===== src/rtl/cpu_pkg.sv =====
// CPU shared types
`default_nettype none

package cpu_pkg;

    // ----------------------------------------------------------
    // Encodings
    // ----------------------------------------------------------

    // Major opcodes handled by the core
    typedef enum logic [6:0] {
        OPC_LOAD   = 7'b0000011,
        OPC_OP_IMM = 7'b0010011,
        OPC_STORE  = 7'b0100011,
        OPC_OP     = 7'b0110011,
        OPC_BRANCH = 7'b1100011
    } opcode_e;

    typedef enum logic [3:0] {
        ALU_ADD  = 4'd0,
        ALU_SUB  = 4'd1,
        ALU_SLL  = 4'd2,
        ALU_SLT  = 4'd3,
        ALU_SLTU = 4'd4,
        ALU_XOR  = 4'd5,
        ALU_SRL  = 4'd6,
        ALU_SRA  = 4'd7,
        ALU_OR   = 4'd8,
        ALU_AND  = 4'd9
    } alu_op_e;

    typedef enum logic [1:0] {
        BR_NONE = 2'd0,
        BR_BEQ  = 2'd1,
        BR_BNE  = 2'd2
    } branch_op_e;

    // ----------------------------------------------------------
    // Pipeline and port structs
    // ----------------------------------------------------------

    // All-zero value is a bubble
    typedef struct packed {
        logic       reg_write;
        logic       mem_read;
        logic       mem_write;
        logic       alu_src_imm;  // Second ALU operand from immediate
        alu_op_e    alu_op;
        branch_op_e branch_op;
    } ctrl_t;

    typedef struct packed {
        logic        valid;
        logic [31:0] addr;
    } imem_req_t;

    typedef struct packed {
        logic        valid;
        logic        write;
        logic [31:0] addr;
        logic [31:0] wdata;
    } dmem_req_t;

    // addi x0, x0, 0
    localparam logic [31:0] nop_instr = 32'h0000_0013;

endpackage

`default_nettype wire


===== src/rtl/cpu_decoder.sv =====
// Instruction decoder
`timescale 1ns/1ps
`default_nettype none

module cpu_decoder (
    input  logic [31:0]    instr,
    output cpu_pkg::ctrl_t ctrl,
    output logic [4:0]     rs1,
    output logic [4:0]     rs2,
    output logic [4:0]     rd,
    output logic [31:0]    imm
);
    import cpu_pkg::*;

    opcode_e     opcode;
    logic [2:0]  funct3;
    logic [6:0]  funct7;
    logic [31:0] i_imm;
    logic [31:0] s_imm;
    logic [31:0] b_imm;

    assign opcode = opcode_e'(instr[6:0]);
    assign funct3 = instr[14:12];
    assign funct7 = instr[31:25];

    assign i_imm = {{20{instr[31]}}, instr[31:20]};
    assign s_imm = {{20{instr[31]}}, instr[31:25], instr[11:7]};
    assign b_imm = {{20{instr[31]}}, instr[7], instr[30:25], instr[11:8], 1'b0};

    // Shared funct3 table of OP and OP_IMM
    function automatic alu_op_e alu_decode(input logic [2:0] f3, input logic alt);
        case (f3)
            3'b000:  alu_decode = alt ? ALU_SUB : ALU_ADD;
            3'b001:  alu_decode = ALU_SLL;
            3'b010:  alu_decode = ALU_SLT;
            3'b011:  alu_decode = ALU_SLTU;
            3'b100:  alu_decode = ALU_XOR;
            3'b101:  alu_decode = alt ? ALU_SRA : ALU_SRL;
            3'b110:  alu_decode = ALU_OR;
            default: alu_decode = ALU_AND;
        endcase
    endfunction

    always_comb begin
        ctrl = '0;                // Bubble unless recognised
        rs1  = 5'd0;
        rs2  = 5'd0;
        rd   = 5'd0;
        imm  = 32'd0;
        case (opcode)
            OPC_OP: begin
                // Only SUB and SRA take the alternate funct7
                if (funct7 == 7'b0000000 ||
                    (funct7 == 7'b0100000 && (funct3 == 3'b000 || funct3 == 3'b101))) begin
                    ctrl.reg_write = 1'b1;
                    ctrl.alu_op    = alu_decode(funct3, funct7[5]);
                    rs1            = instr[19:15];
                    rs2            = instr[24:20];
                    rd             = instr[11:7];
                end
            end
            OPC_OP_IMM: begin
                if (funct3 == 3'b001 || funct3 == 3'b101) begin
                    // Immediate shifts
                    if (funct7 == 7'b0000000 || (funct3 == 3'b101 && funct7 == 7'b0100000)) begin
                        ctrl.reg_write   = 1'b1;
                        ctrl.alu_src_imm = 1'b1;
                        ctrl.alu_op      = alu_decode(funct3, funct7[5]);
                        rs1              = instr[19:15];
                        rd               = instr[11:7];
                        imm              = {27'd0, instr[24:20]};  // shamt
                    end
                end else begin
                    ctrl.reg_write   = 1'b1;
                    ctrl.alu_src_imm = 1'b1;
                    ctrl.alu_op      = alu_decode(funct3, 1'b0);
                    rs1              = instr[19:15];
                    rd               = instr[11:7];
                    imm              = i_imm;
                end
            end
            OPC_LOAD: begin
                if (funct3 == 3'b010) begin  // LW only
                    ctrl.reg_write   = 1'b1;
                    ctrl.mem_read    = 1'b1;
                    ctrl.alu_src_imm = 1'b1;
                    rs1              = instr[19:15];
                    rd               = instr[11:7];
                    imm              = i_imm;
                end
            end
            OPC_STORE: begin
                if (funct3 == 3'b010) begin  // SW only
                    ctrl.mem_write   = 1'b1;
                    ctrl.alu_src_imm = 1'b1;
                    rs1              = instr[19:15];
                    rs2              = instr[24:20];
                    imm              = s_imm;
                end
            end
            OPC_BRANCH: begin
                if (funct3 == 3'b000 || funct3 == 3'b001) begin
                    ctrl.alu_op    = ALU_SUB;  // Equality from the zero flag
                    ctrl.branch_op = (funct3 == 3'b000) ? BR_BEQ : BR_BNE;
                    rs1            = instr[19:15];
                    rs2            = instr[24:20];
                    imm            = b_imm;
                end
            end
            default: begin
                ctrl = '0;
            end
        endcase
    end

endmodule

`default_nettype wire


===== src/rtl/cpu_alu.sv =====
// Integer ALU
`timescale 1ns/1ps
`default_nettype none

module cpu_alu (
    input  cpu_pkg::alu_op_e op,
    input  logic [31:0]      a,
    input  logic [31:0]      b,
    output logic [31:0]      result,
    output logic             zero
);
    import cpu_pkg::*;

    logic [4:0] shamt;

    assign shamt = b[4:0];

    always_comb begin
        case (op)
            ALU_ADD:  result = a + b;
            ALU_SUB:  result = a - b;
            ALU_SLL:  result = a << shamt;
            ALU_SLT:  result = {31'd0, $signed(a) < $signed(b)};
            ALU_SLTU: result = {31'd0, a < b};
            ALU_XOR:  result = a ^ b;
            ALU_SRL:  result = a >> shamt;
            ALU_SRA:  result = $signed(a) >>> shamt;
            ALU_OR:   result = a | b;
            ALU_AND:  result = a & b;
            default:  result = 32'd0;
        endcase
    end

    // Branch compare flag
    assign zero = (result == 32'd0);

endmodule

`default_nettype wire


===== src/rtl/cpu_regfile.sv =====
// Integer register file
`timescale 1ns/1ps
`default_nettype none

module cpu_regfile (
    input  logic        clk,
    input  logic        reset_n,
    input  logic [4:0]  rs1,
    input  logic [4:0]  rs2,
    input  logic [4:0]  rd,
    input  logic        we,
    input  logic [31:0] wdata,
    output logic [31:0] rdata1,
    output logic [31:0] rdata2
);
    logic [31:0] regs [32];
    logic        wr_en;

    assign wr_en = we && (rd != 5'd0);  // x0 stays zero

    always_ff @(posedge clk or negedge reset_n) begin
        if (!reset_n) begin
            for (int i = 0; i < 32; i++) begin
                regs[i] <= 32'd0;
            end
        end else if (wr_en) begin
            regs[rd] <= wdata;
        end
    end

    // Bypass for the register written this cycle
    assign rdata1 = (wr_en && rd == rs1) ? wdata : regs[rs1];
    assign rdata2 = (wr_en && rd == rs2) ? wdata : regs[rs2];

endmodule

`default_nettype wire


===== src/rtl/cpu_hazard_unit.sv =====
// RAW hazard detection
`timescale 1ns/1ps
`default_nettype none

module cpu_hazard_unit (
    input  logic [4:0] rs1,
    input  logic [4:0] rs2,
    input  logic [4:0] ex_rd,
    input  logic       ex_reg_write,
    input  logic [4:0] mem_rd,
    input  logic       mem_reg_write,
    output logic       stall
);
    logic ex_pending;
    logic mem_pending;
    logic ex_hit;
    logic mem_hit;

    // A stage only counts when it will write a real register
    assign ex_pending  = ex_reg_write && (ex_rd != 5'd0);
    assign mem_pending = mem_reg_write && (mem_rd != 5'd0);

    assign ex_hit  = ex_pending && (ex_rd == rs1 || ex_rd == rs2);
    assign mem_hit = mem_pending && (mem_rd == rs1 || mem_rd == rs2);

    // Writeback is covered by the register file bypass
    assign stall = ex_hit || mem_hit;

endmodule

`default_nettype wire


===== src/rtl/cpu.sv =====
// Five-stage RV32I core
`timescale 1ns/1ps
`default_nettype none

module cpu #(
    parameter logic [31:0] reset_pc = 32'h0000_0000
) (
    input  logic               clk,
    input  logic               reset_n,
    output cpu_pkg::imem_req_t imem_req,
    input  logic               imem_ready,
    input  logic [31:0]        imem_rdata,
    output cpu_pkg::dmem_req_t dmem_req,
    input  logic               dmem_ready,
    input  logic [31:0]        dmem_rdata
);
    import cpu_pkg::*;

    // Fetch state
    logic [31:0] pc;
    logic        fetch_en;
    logic        redirect_pending;  // Taken branch waiting for old fetch
    logic [31:0] redirect_pc;

    // IF/ID
    logic [31:0] ifid_instr;
    logic [31:0] ifid_pc;

    // ID/EX
    ctrl_t       idex_ctrl;
    logic [31:0] idex_pc;
    logic [31:0] idex_rs1_data;
    logic [31:0] idex_rs2_data;
    logic [31:0] idex_imm;
    logic [4:0]  idex_rd;

    // EX/MEM
    ctrl_t       exmem_ctrl;
    logic [31:0] exmem_alu;
    logic        exmem_zero;
    logic [31:0] exmem_wdata;
    logic [4:0]  exmem_rd;
    logic [31:0] exmem_target;

    // MEM/WB
    logic        memwb_reg_write;
    logic        memwb_mem_to_reg;
    logic [31:0] memwb_alu;
    logic [31:0] memwb_load;
    logic [4:0]  memwb_rd;

    ctrl_t       dec_ctrl;
    logic [4:0]  dec_rs1;
    logic [4:0]  dec_rs2;
    logic [4:0]  dec_rd;
    logic [31:0] dec_imm;
    logic [31:0] rf_rdata1;
    logic [31:0] rf_rdata2;
    logic [31:0] alu_b;
    logic [31:0] alu_result;
    logic        alu_zero;
    logic [31:0] wb_data;

    logic        stall;
    logic        freeze;
    logic        fetch_fire;
    logic        branch_taken;

    // ----------------------------------------------------------
    // Pipeline control
    // ----------------------------------------------------------
    assign freeze     = dmem_req.valid && !dmem_ready;  // Data port back-pressure
    assign fetch_fire = imem_req.valid && imem_ready;

    assign branch_taken = (exmem_ctrl.branch_op == BR_BEQ && exmem_zero) ||
                          (exmem_ctrl.branch_op == BR_BNE && !exmem_zero);

    // ----------------------------------------------------------
    // Fetch
    // ----------------------------------------------------------
    always_comb begin
        imem_req.valid = fetch_en && !freeze;
        imem_req.addr  = pc;
    end

    always_ff @(posedge clk or negedge reset_n) begin
        if (!reset_n) begin
            pc               <= reset_pc;
            fetch_en         <= 1'b0;
            redirect_pending <= 1'b0;
        end else begin
            fetch_en <= 1'b1;
            if (!freeze) begin
                if (branch_taken) begin
                    // Address must stay put until the open request completes
                    if (imem_req.valid && !imem_ready) begin
                        redirect_pending <= 1'b1;
                    end else begin
                        pc <= exmem_target;
                    end
                end else if (fetch_fire) begin
                    if (redirect_pending) begin
                        pc               <= redirect_pc;
                        redirect_pending <= 1'b0;
                    end else if (!stall) begin
                        pc <= pc + 32'd4;
                    end
                end
            end
        end
    end

    always_ff @(posedge clk) begin
        if (branch_taken) begin
            redirect_pc <= exmem_target;
        end
    end

    // IF/ID
    always_ff @(posedge clk or negedge reset_n) begin
        if (!reset_n) begin
            ifid_instr <= nop_instr;
        end else if (!freeze) begin
            if (branch_taken) begin
                ifid_instr <= nop_instr;  // Flush
            end else if (!stall) begin
                if (fetch_fire && !redirect_pending) begin
                    ifid_instr <= imem_rdata;
                end else begin
                    ifid_instr <= nop_instr;
                end
            end
        end
    end

    always_ff @(posedge clk) begin
        if (!freeze && !stall && fetch_fire) begin
            ifid_pc <= pc;
        end
    end

    // ----------------------------------------------------------
    // Decode
    // ----------------------------------------------------------
    cpu_decoder decoder_i (
        .instr (ifid_instr),
        .ctrl  (dec_ctrl),
        .rs1   (dec_rs1),
        .rs2   (dec_rs2),
        .rd    (dec_rd),
        .imm   (dec_imm)
    );

    cpu_regfile regfile_i (
        .clk     (clk),
        .reset_n (reset_n),
        .rs1     (dec_rs1),
        .rs2     (dec_rs2),
        .rd      (memwb_rd),
        .we      (memwb_reg_write),
        .wdata   (wb_data),
        .rdata1  (rf_rdata1),
        .rdata2  (rf_rdata2)
    );

    cpu_hazard_unit hazard_i (
        .rs1           (dec_rs1),
        .rs2           (dec_rs2),
        .ex_rd         (idex_rd),
        .ex_reg_write  (idex_ctrl.reg_write),
        .mem_rd        (exmem_rd),
        .mem_reg_write (exmem_ctrl.reg_write),
        .stall         (stall)
    );

    // ID/EX
    always_ff @(posedge clk or negedge reset_n) begin
        if (!reset_n) begin
            idex_ctrl <= '0;
        end else if (!freeze) begin
            if (branch_taken || stall) begin
                idex_ctrl <= '0;  // Bubble
            end else begin
                idex_ctrl <= dec_ctrl;
            end
        end
    end

    always_ff @(posedge clk) begin
        if (!freeze) begin
            idex_pc       <= ifid_pc;
            idex_rs1_data <= rf_rdata1;
            idex_rs2_data <= rf_rdata2;
            idex_imm      <= dec_imm;
            idex_rd       <= dec_rd;
        end
    end

    // ----------------------------------------------------------
    // Execute
    // ----------------------------------------------------------
    assign alu_b = idex_ctrl.alu_src_imm ? idex_imm : idex_rs2_data;

    cpu_alu alu_i (
        .op     (idex_ctrl.alu_op),
        .a      (idex_rs1_data),
        .b      (alu_b),
        .result (alu_result),
        .zero   (alu_zero)
    );

    // EX/MEM
    always_ff @(posedge clk or negedge reset_n) begin
        if (!reset_n) begin
            exmem_ctrl <= '0;
        end else if (!freeze) begin
            exmem_ctrl <= branch_taken ? '0 : idex_ctrl;
        end
    end

    always_ff @(posedge clk) begin
        if (!freeze) begin
            exmem_alu    <= alu_result;
            exmem_zero   <= alu_zero;
            exmem_wdata  <= idex_rs2_data;
            exmem_rd     <= idex_rd;
            exmem_target <= idex_pc + idex_imm;  // Branch target
        end
    end

    // ----------------------------------------------------------
    // Memory
    // ----------------------------------------------------------
    always_comb begin
        dmem_req.valid = exmem_ctrl.mem_read || exmem_ctrl.mem_write;
        dmem_req.write = exmem_ctrl.mem_write;
        dmem_req.addr  = exmem_alu;
        dmem_req.wdata = exmem_wdata;
    end

    // MEM/WB
    always_ff @(posedge clk or negedge reset_n) begin
        if (!reset_n) begin
            memwb_reg_write  <= 1'b0;
            memwb_mem_to_reg <= 1'b0;
        end else if (!freeze) begin
            memwb_reg_write  <= exmem_ctrl.reg_write;
            memwb_mem_to_reg <= exmem_ctrl.mem_read;
        end
    end

    always_ff @(posedge clk) begin
        if (!freeze) begin
            memwb_alu  <= exmem_alu;
            memwb_load <= dmem_rdata;
            memwb_rd   <= exmem_rd;
        end
    end

    // ----------------------------------------------------------
    // Writeback
    // ----------------------------------------------------------
    assign wb_data = memwb_mem_to_reg ? memwb_load : memwb_alu;

endmodule

`default_nettype wire


===== config.mk =====
export PLATFORM = sky130hd
export DESIGN_NAME = cpu
export DESIGN_NICKNAME = d
export VERILOG_FILES = /design/src/rtl/cpu_pkg.sv /design/src/rtl/cpu_decoder.sv /design/src/rtl/cpu_alu.sv /design/src/rtl/cpu_regfile.sv /design/src/rtl/cpu_hazard_unit.sv /design/src/rtl/cpu.sv
export SDC_FILE = /design/constraint.sdc
export NUM_CORES = 2
export LEC_CHECK = 0
export BUFFER_PORTS_ARGS = -buffer_cell sky130_fd_sc_hd__buf_4
export CORE_MARGIN = 2
export CORE_UTILIZATION = 40
export DETAILED_ROUTE_END_ITERATION = 16
export PLACE_DENSITY_LB_ADDON = 0.1
export SETUP_SLACK_MARGIN = 0.2
export SLEW_MARGIN = 20
export SYNTH_ARGS = -nofsm -noshare
export SYNTH_HDL_FRONTEND = slang
export SYNTH_HIERARCHICAL = 1
export SYNTH_SLANG_ARGS = --single-unit

===== constraint.sdc =====
create_clock -name clk -period 12.3 [get_ports clk]
set_input_delay 0.615 -clock clk [delete_from_list [all_inputs] [get_ports clk]]
set_output_delay 0.615 -clock clk [all_outputs]
set_load 0.02 [all_outputs]

; ---- After elaboration in Yosys (flattened, before gate mapping)
; Index checks and enable logic that the tools add are counted.
[op_classes]
n_bitwise = 7
n_eq_ne = 33
addsub = 4
n_reduce_logical = 48
muxes = 68
n_lt_le_gt_ge = 6
shifts = 3
[ops]
columns = op, n
row1 = 1024-bit bitwise mux, 1
row2 = 32-bit 2-to-1 mux, 21
row3 = 32-bit binary-select mux with 5-bit select, 2
row4 = 32-bit one-hot mux with 10 select lines, 1
row5 = 32-bit demux with 5-bit select, 1
row6 = 32-bit one-hot mux with 4 select lines, 1
row7 = 5-bit 2-to-1 mux, 15
row8 = 32-bit adder, 2
row9 = 32-bit < comparator, 2
row10 = 4-bit one-hot mux with 7 select lines, 2
row11 = "32-bit by 3-bit adder with 32-bit output, second input constant", 1
row12 = 32-bit AND, 1
row13 = 32-bit logical NOT, 1
row14 = 32-bit OR, 1
row15 = 32-bit by 5-bit left shift with 32-bit output, 1
row16 = 32-bit by 5-bit >> shifter with 32-bit output, 1
row17 = 32-bit by 5-bit >>> shifter with 32-bit output, 1
row18 = 32-bit subtractor, 1
row19 = 32-bit XOR, 1
row20 = 5-bit equality test, 6
row21 = 5-bit one-hot mux with 3 select lines, 2
row22 = "7-bit by 6-bit equality test with 1-bit output, second input constant", 3
row23 = 10-bit 2-to-1 mux, 2
row24 = 5-bit one-hot mux with 4 select lines, 1
row25 = other kinds (37), 98
[totals]
out_inout_bits = 99
word_cells = 232
reg_bits = 1475
input_bits = 68

; ---- Depth between registers and ports, before layout
[logic_depth]
ltp_word = 14
ltp_mapped = 20

; ---- Modules after synthesis
; The synthesis kept the hierarchy.
[by_module_without_submodules]
columns = mod, instances, cells_per_inst, seq_area_each_um2, area_each_um2
row1 = cpu_regfile, 1, 3434, 25624.6, 53705.3
row2 = cpu, 1, 1156, 13131.3, 17924.7
row3 = cpu_alu, 1, 1340, 0.0, 9541.7
row4 = cpu_decoder, 1, 115, 0.0, 808.3
row5 = cpu_hazard_unit, 1, 35, 0.0, 256.5

; ---- Worst setup path before layout
; Ideal clock, no wire load.
[synth_path]
path_type = in2reg
start = input port dmem_ready
end = register pc[11]
n_path_buf = 2
t_required_ns = 12.172
path_slack_ns = 2.955
path_stages = 7
t_arrival_ns = 9.217
setup_ns = 0.128
path_cell_list = nor2b_1 clkinv_1 o21ai_0 a21o_1 buf_2 buf_2 o21ai_0
[synth_between]
elab_chain_cells = 7
word_cells_on_any_way = 10
cone_classes = eq/ne: 1 / bitwise: 1 / reduce/logical: 8
[synth_lines]
columns = item, line
row1 = start: declaration, cpu.sv:14  ; input logic dmem_ready,
row2 = 1-bit logical NOT *, cpu.sv:72  ; assign freeze = dmem_req.valid && !dmem_ready;
row3 = 1-bit logical AND *, cpu.sv:72
row4 = 1-bit logical NOT, --
row5 = 1-bit logical AND, cpu.sv:82  ; imem_req.valid = fetch_en && !freeze;
row6 = 1-bit logical AND (on tied branches), "cpu.sv:96, cpu.sv:73"
row7 = 2-bit != test (no source line) or 2-bit nonzero test (tied branches), --
row8 = 4-bit AND reduction (no source line) *, --
row9 = end signal: assignment, cpu.sv:88  ; pc <= reset_pc;
row10 = end signal: assignment, cpu.sv:99  ; pc <= exmem_target;
row11 = end signal: assignment, cpu.sv:103  ; pc <= redirect_pc;
row12 = end: declaration, cpu.sv:20  ; logic [31:0] pc;
; Mark *: on every way between the ends. The rest lies on a longest branch, timed or not.
; A chain may end at the register's enable or synchronous reset.

; ---- Worst setup path in the final report
[layout_path]
start = register idex_ctrl[6] (netlist name)
end = register exmem_zero (data pin)
[layout_between]
elab_chain_cells = 4
word_cells_on_any_way = 13
cone_classes = add/sub: 2 / order compare: 2 / shift: 3 / mux: 2 / bitwise: 3 / reduce/logical: 1
[layout_lines]
columns = item, line
row1 = start: declaration, cpu.sv:30  ; ctrl_t idex_ctrl;
row2 = start signal: assignment, cpu.sv:184  ; idex_ctrl <= dec_ctrl;
row3 = 32-bit 2-to-1 mux *, cpu.sv:202  ; assign alu_b = idex_ctrl.alu_src_imm ? idex_imm : idex_rs2_data;
row4 = net alu_b[0], cpu.sv:59  ; logic [31:0] alu_b;
row5 = 32-bit subtractor (tied with other cells), cpu_alu.sv:21  ; ALU_SUB: result = a - b;
row6 = 32-bit one-hot mux with 10 select lines *, cpu_alu.sv:19  ; case (op)
row7 = 32-bit logical NOT *, cpu_alu.sv:35  ; assign zero = (result == 32'd0);
row8 = net alu_zero, cpu.sv:61  ; logic alu_zero;
row9 = end signal: assignment, cpu.sv:224  ; exmem_zero <= alu_zero;
row10 = end: declaration, cpu.sv:40  ; logic exmem_zero;
; Mark *: on every way through the listed nets, which the timed path passes. The rest lies on a longest branch.

==> metrics.txt <==
maximum vdd ir drop=154 µV; Seq/Total Area, Yosys=47.1%; CP arrival=6700 ps; CTS Hold Buffers Added=57; IO Port Bufs=166; clk_lat worst skew=830 ps; Clock Skews=38.5 ps; share of layout cells above drive strength 1=38.9%; Reg with most FFs=regfile_i/regs; Hold Path Origin=imem_rdata[5]; HPWL after DPL=192 mm; final non-filler cell total=8858; antenna violations before repair=16; DR iter-0 viols=5569; slowest CP cell=buf_4; setup TNS=0 ps; drt wl/cell=34.8 µm; Die H=457 µm; largest net degree at the start of global routing=165; Final Setup Violations=0; fin util=44.9%; Final Critical Period=6060 ps; vias=56700; Detail Route Antenna Nets=0; Tcrit/Tclk final=49.3%; overall routed net length=308 mm; Crit Path Max Fanout=52; prevailing post-synth register cell=dfrtp_1; Largest register FFs=1024; Worst-Margin Slew=1200 ps; most used cell, CP=nand3b_1; fmax=165 MHz; Clk Tree Root Cell=clkbuf_16; # DRC=0; RSZ-0062 raised after global routing=false; Max Cap Viol=0; Async SR Flop Fraction=75.1%; Startpoint Class=flip-flop; Critical R2R Launch=idex_ctrl[6]; Core Region=205000 µm²; Final Worst Setup Slack=6240 ps; EDFF count, synth=368; CP Class=flip-flop to flip-flop; post-synthesis cell count=6080; Final Hold Vio Count=0; CTS tree=built; Distinct cells, synth=115; vias in the first global route=56700; Clock Tree Buf Depth=3; total global routing overflow=0; Seq cells post-synth=1475; status=complete, no violations; largest family of logic cells by synthesized area=multiplexers; Rel. slew slack=19.5%; Leak=39.0 nW; TritonCTS buffer count=171; Cell Rows=166; post-synthesis compound-gate area fraction=8.45%; Power Dens Cells=200 nW/µm²; Sinks on Clock Net=1475; DR pass1 iterations=6; min-delay worst type=input pin to flip-flop; Starting Density=40.2%; CTS clk-pin slew, worst paths=60 ps; H-tree depth=4; endpoint type of the worst setup path=flip-flop; dpl ws=6330 ps; Die ar.=209000 µm²; first-pass GRT wire length=436 mm; Synthesized Nets=6282; required time worst endpoint=12940 ps; Worst Setup SP=idex_ctrl[6]; Die Width=457 µm; Avg Inst Size Synth=13.5 µm²; # placed instances=8482; DR vias/cell=6.40; CP cell instances=mux2_4 > buf_4 > ha_1 > inv_1 > fa_1 > nand3b_1 > a21oi_1 > o21ai_0 > and4b_1 > o21bai_1 > mux2_2 > a211oi_1 > nand3b_1 > or4_1 > nor4_2; XOR/XNOR Fraction of Synth Area=0.937%; FF-to-FF setup slack=6240 ps; CTS-repair resized insts=0; All-Layer GR Usage=29.1%; Slew Viols, Final=0; gpl congestion=0.965; CP max stage delay=700 ps; Layout area overhead=11.6%; Post-CTS Setup Inserts=0; Simple-Gate Fraction of Synth Area=5.49%; Final nets=6226; adder-cell share of the synthesized area=2.07%; Mapped Area=82200 µm²; # IOs=167; mux cell area share after synthesis=31.7%; Synthesis Warnings=6
-- logic make-up after synthesis --
logic type,Yosys count
flip-flops,1475
AND/OR/NAND/NOR,866
multiplexers,1755
XOR/XNOR,88
other,1
AO/OA/AOI/OAI,1036
buffers and inverters,725
adder cells (fa/ha/maj),134
-- metrics by stage --
step / hold WS (ps) / total power (W) / instance area [µm²]
CTS: 5.77 / 0.0184 / 91800
global route: 31.7 / 0.0191 / 91800
global placement: 377 / 0.0131 / 85500
detailed placement: 384 / 0.0131 / 85600
finish: 71.5 / 0.0183 / 91800
floorplan: 319 / 0.0106 / 82200
-- path summary, 6_finish.rpt --
check | endpoint | cells past startpoint
worst min-delay path | ifid_instr[5] | 2
worst max register to register | exmem_zero | 15
worst max-delay path | exmem_zero | 15
worst min register to register | regfile_i/regs[1002] | 0
max in group asynchronous | regfile_i/regs[264] | 4
min in group asynchronous | regfile_i/regs[848] | 2
-- placed cells by master, fill, tap and decap left out, types with 23 or more instances in the layout --
cell / Yosys / final
nand2b_1: 30 / 30
clkbuf_16: 0 / 176
o21ai_0: 149 / 148
clkbuf_1: 304 / 51
ha_1: 131 / 131
inv_1: 121 / 120
a21oi_1: 173 / 171
buf_4: 62 / 304
xnor2_1: 36 / 36
nor4_1: 80 / 62
nand2_1: 249 / 234
mux2_2: 1113 / 1111
and3_1: 23 / 23
a22o_1: 43 / 43
nand4_1: 36 / 36
clkinv_2: 0 / 27
clkbuf_8: 1 / 32
o22ai_1: 281 / 281
a31oi_1: 34 / 30
o211ai_1: 41 / 41
dfrtp_1: 1104 / 1100
nor3_1: 54 / 51
mux4_2: 562 / 562
edfxtp_1: 368 / 368
a211oi_1: 35 / 35
mux2i_1: 59 / 59
nand3_1: 62 / 60
o31ai_1: 27 / 27
xor2_1: 52 / 52
nor2_1: 176 / 163
dlygate4sd3_1: 0 / 57
-- synthesized netlist by cell type, drive strengths merged, types with 15 or more instances --
| cell type | count | area (µm²) |
|---|---|---|
| ha | 131 | 1640 |
| edfxtp | 368 | 11100 |
| mux4 | 567 | 12800 |
| a21boi | 18 | 146 |
| buf | 294 | 1820 |
| o21a | 16 | 120 |
| nor3 | 55 | 280 |
| o221ai | 17 | 155 |
| mux2 | 1129 | 12700 |
| xor2 | 52 | 455 |
| o21ai | 152 | 761 |
| inv | 122 | 458 |
| a22o | 45 | 397 |
| a211oi | 35 | 263 |
| xnor2 | 36 | 315 |
| nand3b | 21 | 158 |
| a21oi | 176 | 892 |
| a22oi | 19 | 143 |
| clkbuf | 305 | 1150 |
| a221oi | 15 | 144 |
| o211ai | 41 | 308 |
| dfrtp | 1104 | 27600 |
| a211o | 15 | 131 |
| nor4 | 86 | 602 |
| nand3 | 63 | 328 |
| nand4 | 38 | 268 |
| o22ai | 281 | 1760 |
| nor2b | 23 | 146 |
| nor2 | 180 | 686 |
| mux2i | 59 | 591 |
| o31ai | 27 | 203 |
| and2 | 16 | 100 |
| a21o | 21 | 158 |
| nand2b | 30 | 188 |
| and3 | 24 | 155 |
| a31oi | 34 | 213 |
| nand2 | 249 | 935 |
-- routing by layer --
| layer | wire [µm] | global-route usage, % | part of all wire [%] | up-vias |
|---|---|---|---|---|
| met5 | 33 | 0 | 0.011 | - |
| met4 | 13700 | 11.6 | 4.5 | 4 |
| met3 | 18200 | 4.37 | 5.9 | 520 |
| met2 | 143000 | 45.8 | 46 | 2083 |
| met1 | 133000 | 40.4 | 43 | 30500 |
| li1 | - | - | - | 23500 |
-- where the power goes --
group          total [W]  internal (W)  switching (W)
logic            0.00657       0.00243        0.00415
clock network    0.00516       0.00300        0.00216
registers        0.00661       0.00585       0.000761
total             0.0183        0.0113        0.00707
-- worst max-delay path: cells and delay by family (launching register included) --
kind            cells  cell delay (ps)
compound gates      4             1450
simple gates        5             1340
mux                 2              980
buf+inv             2              770
fa+ha+maj           2              760
flops               1              480
-- cell type report --
| cell class | instances | area [µm²] |
|---|---|---|
| multi-input cells | 3880 | 40500 |
| fillers | 18300 | 113000 |
| clock inverters | 56 | 611 |
| clock buffers | 259 | 5040 |
| repair buffers | 370 | 3030 |
| flip-flops and latches | 1475 | 38800 |
| well taps | 2688 | 3360 |
| inverters | 126 | 480 |
| diodes | 4 | 10.0 |
Note: power is estimated with default switching activity, not from simulation.
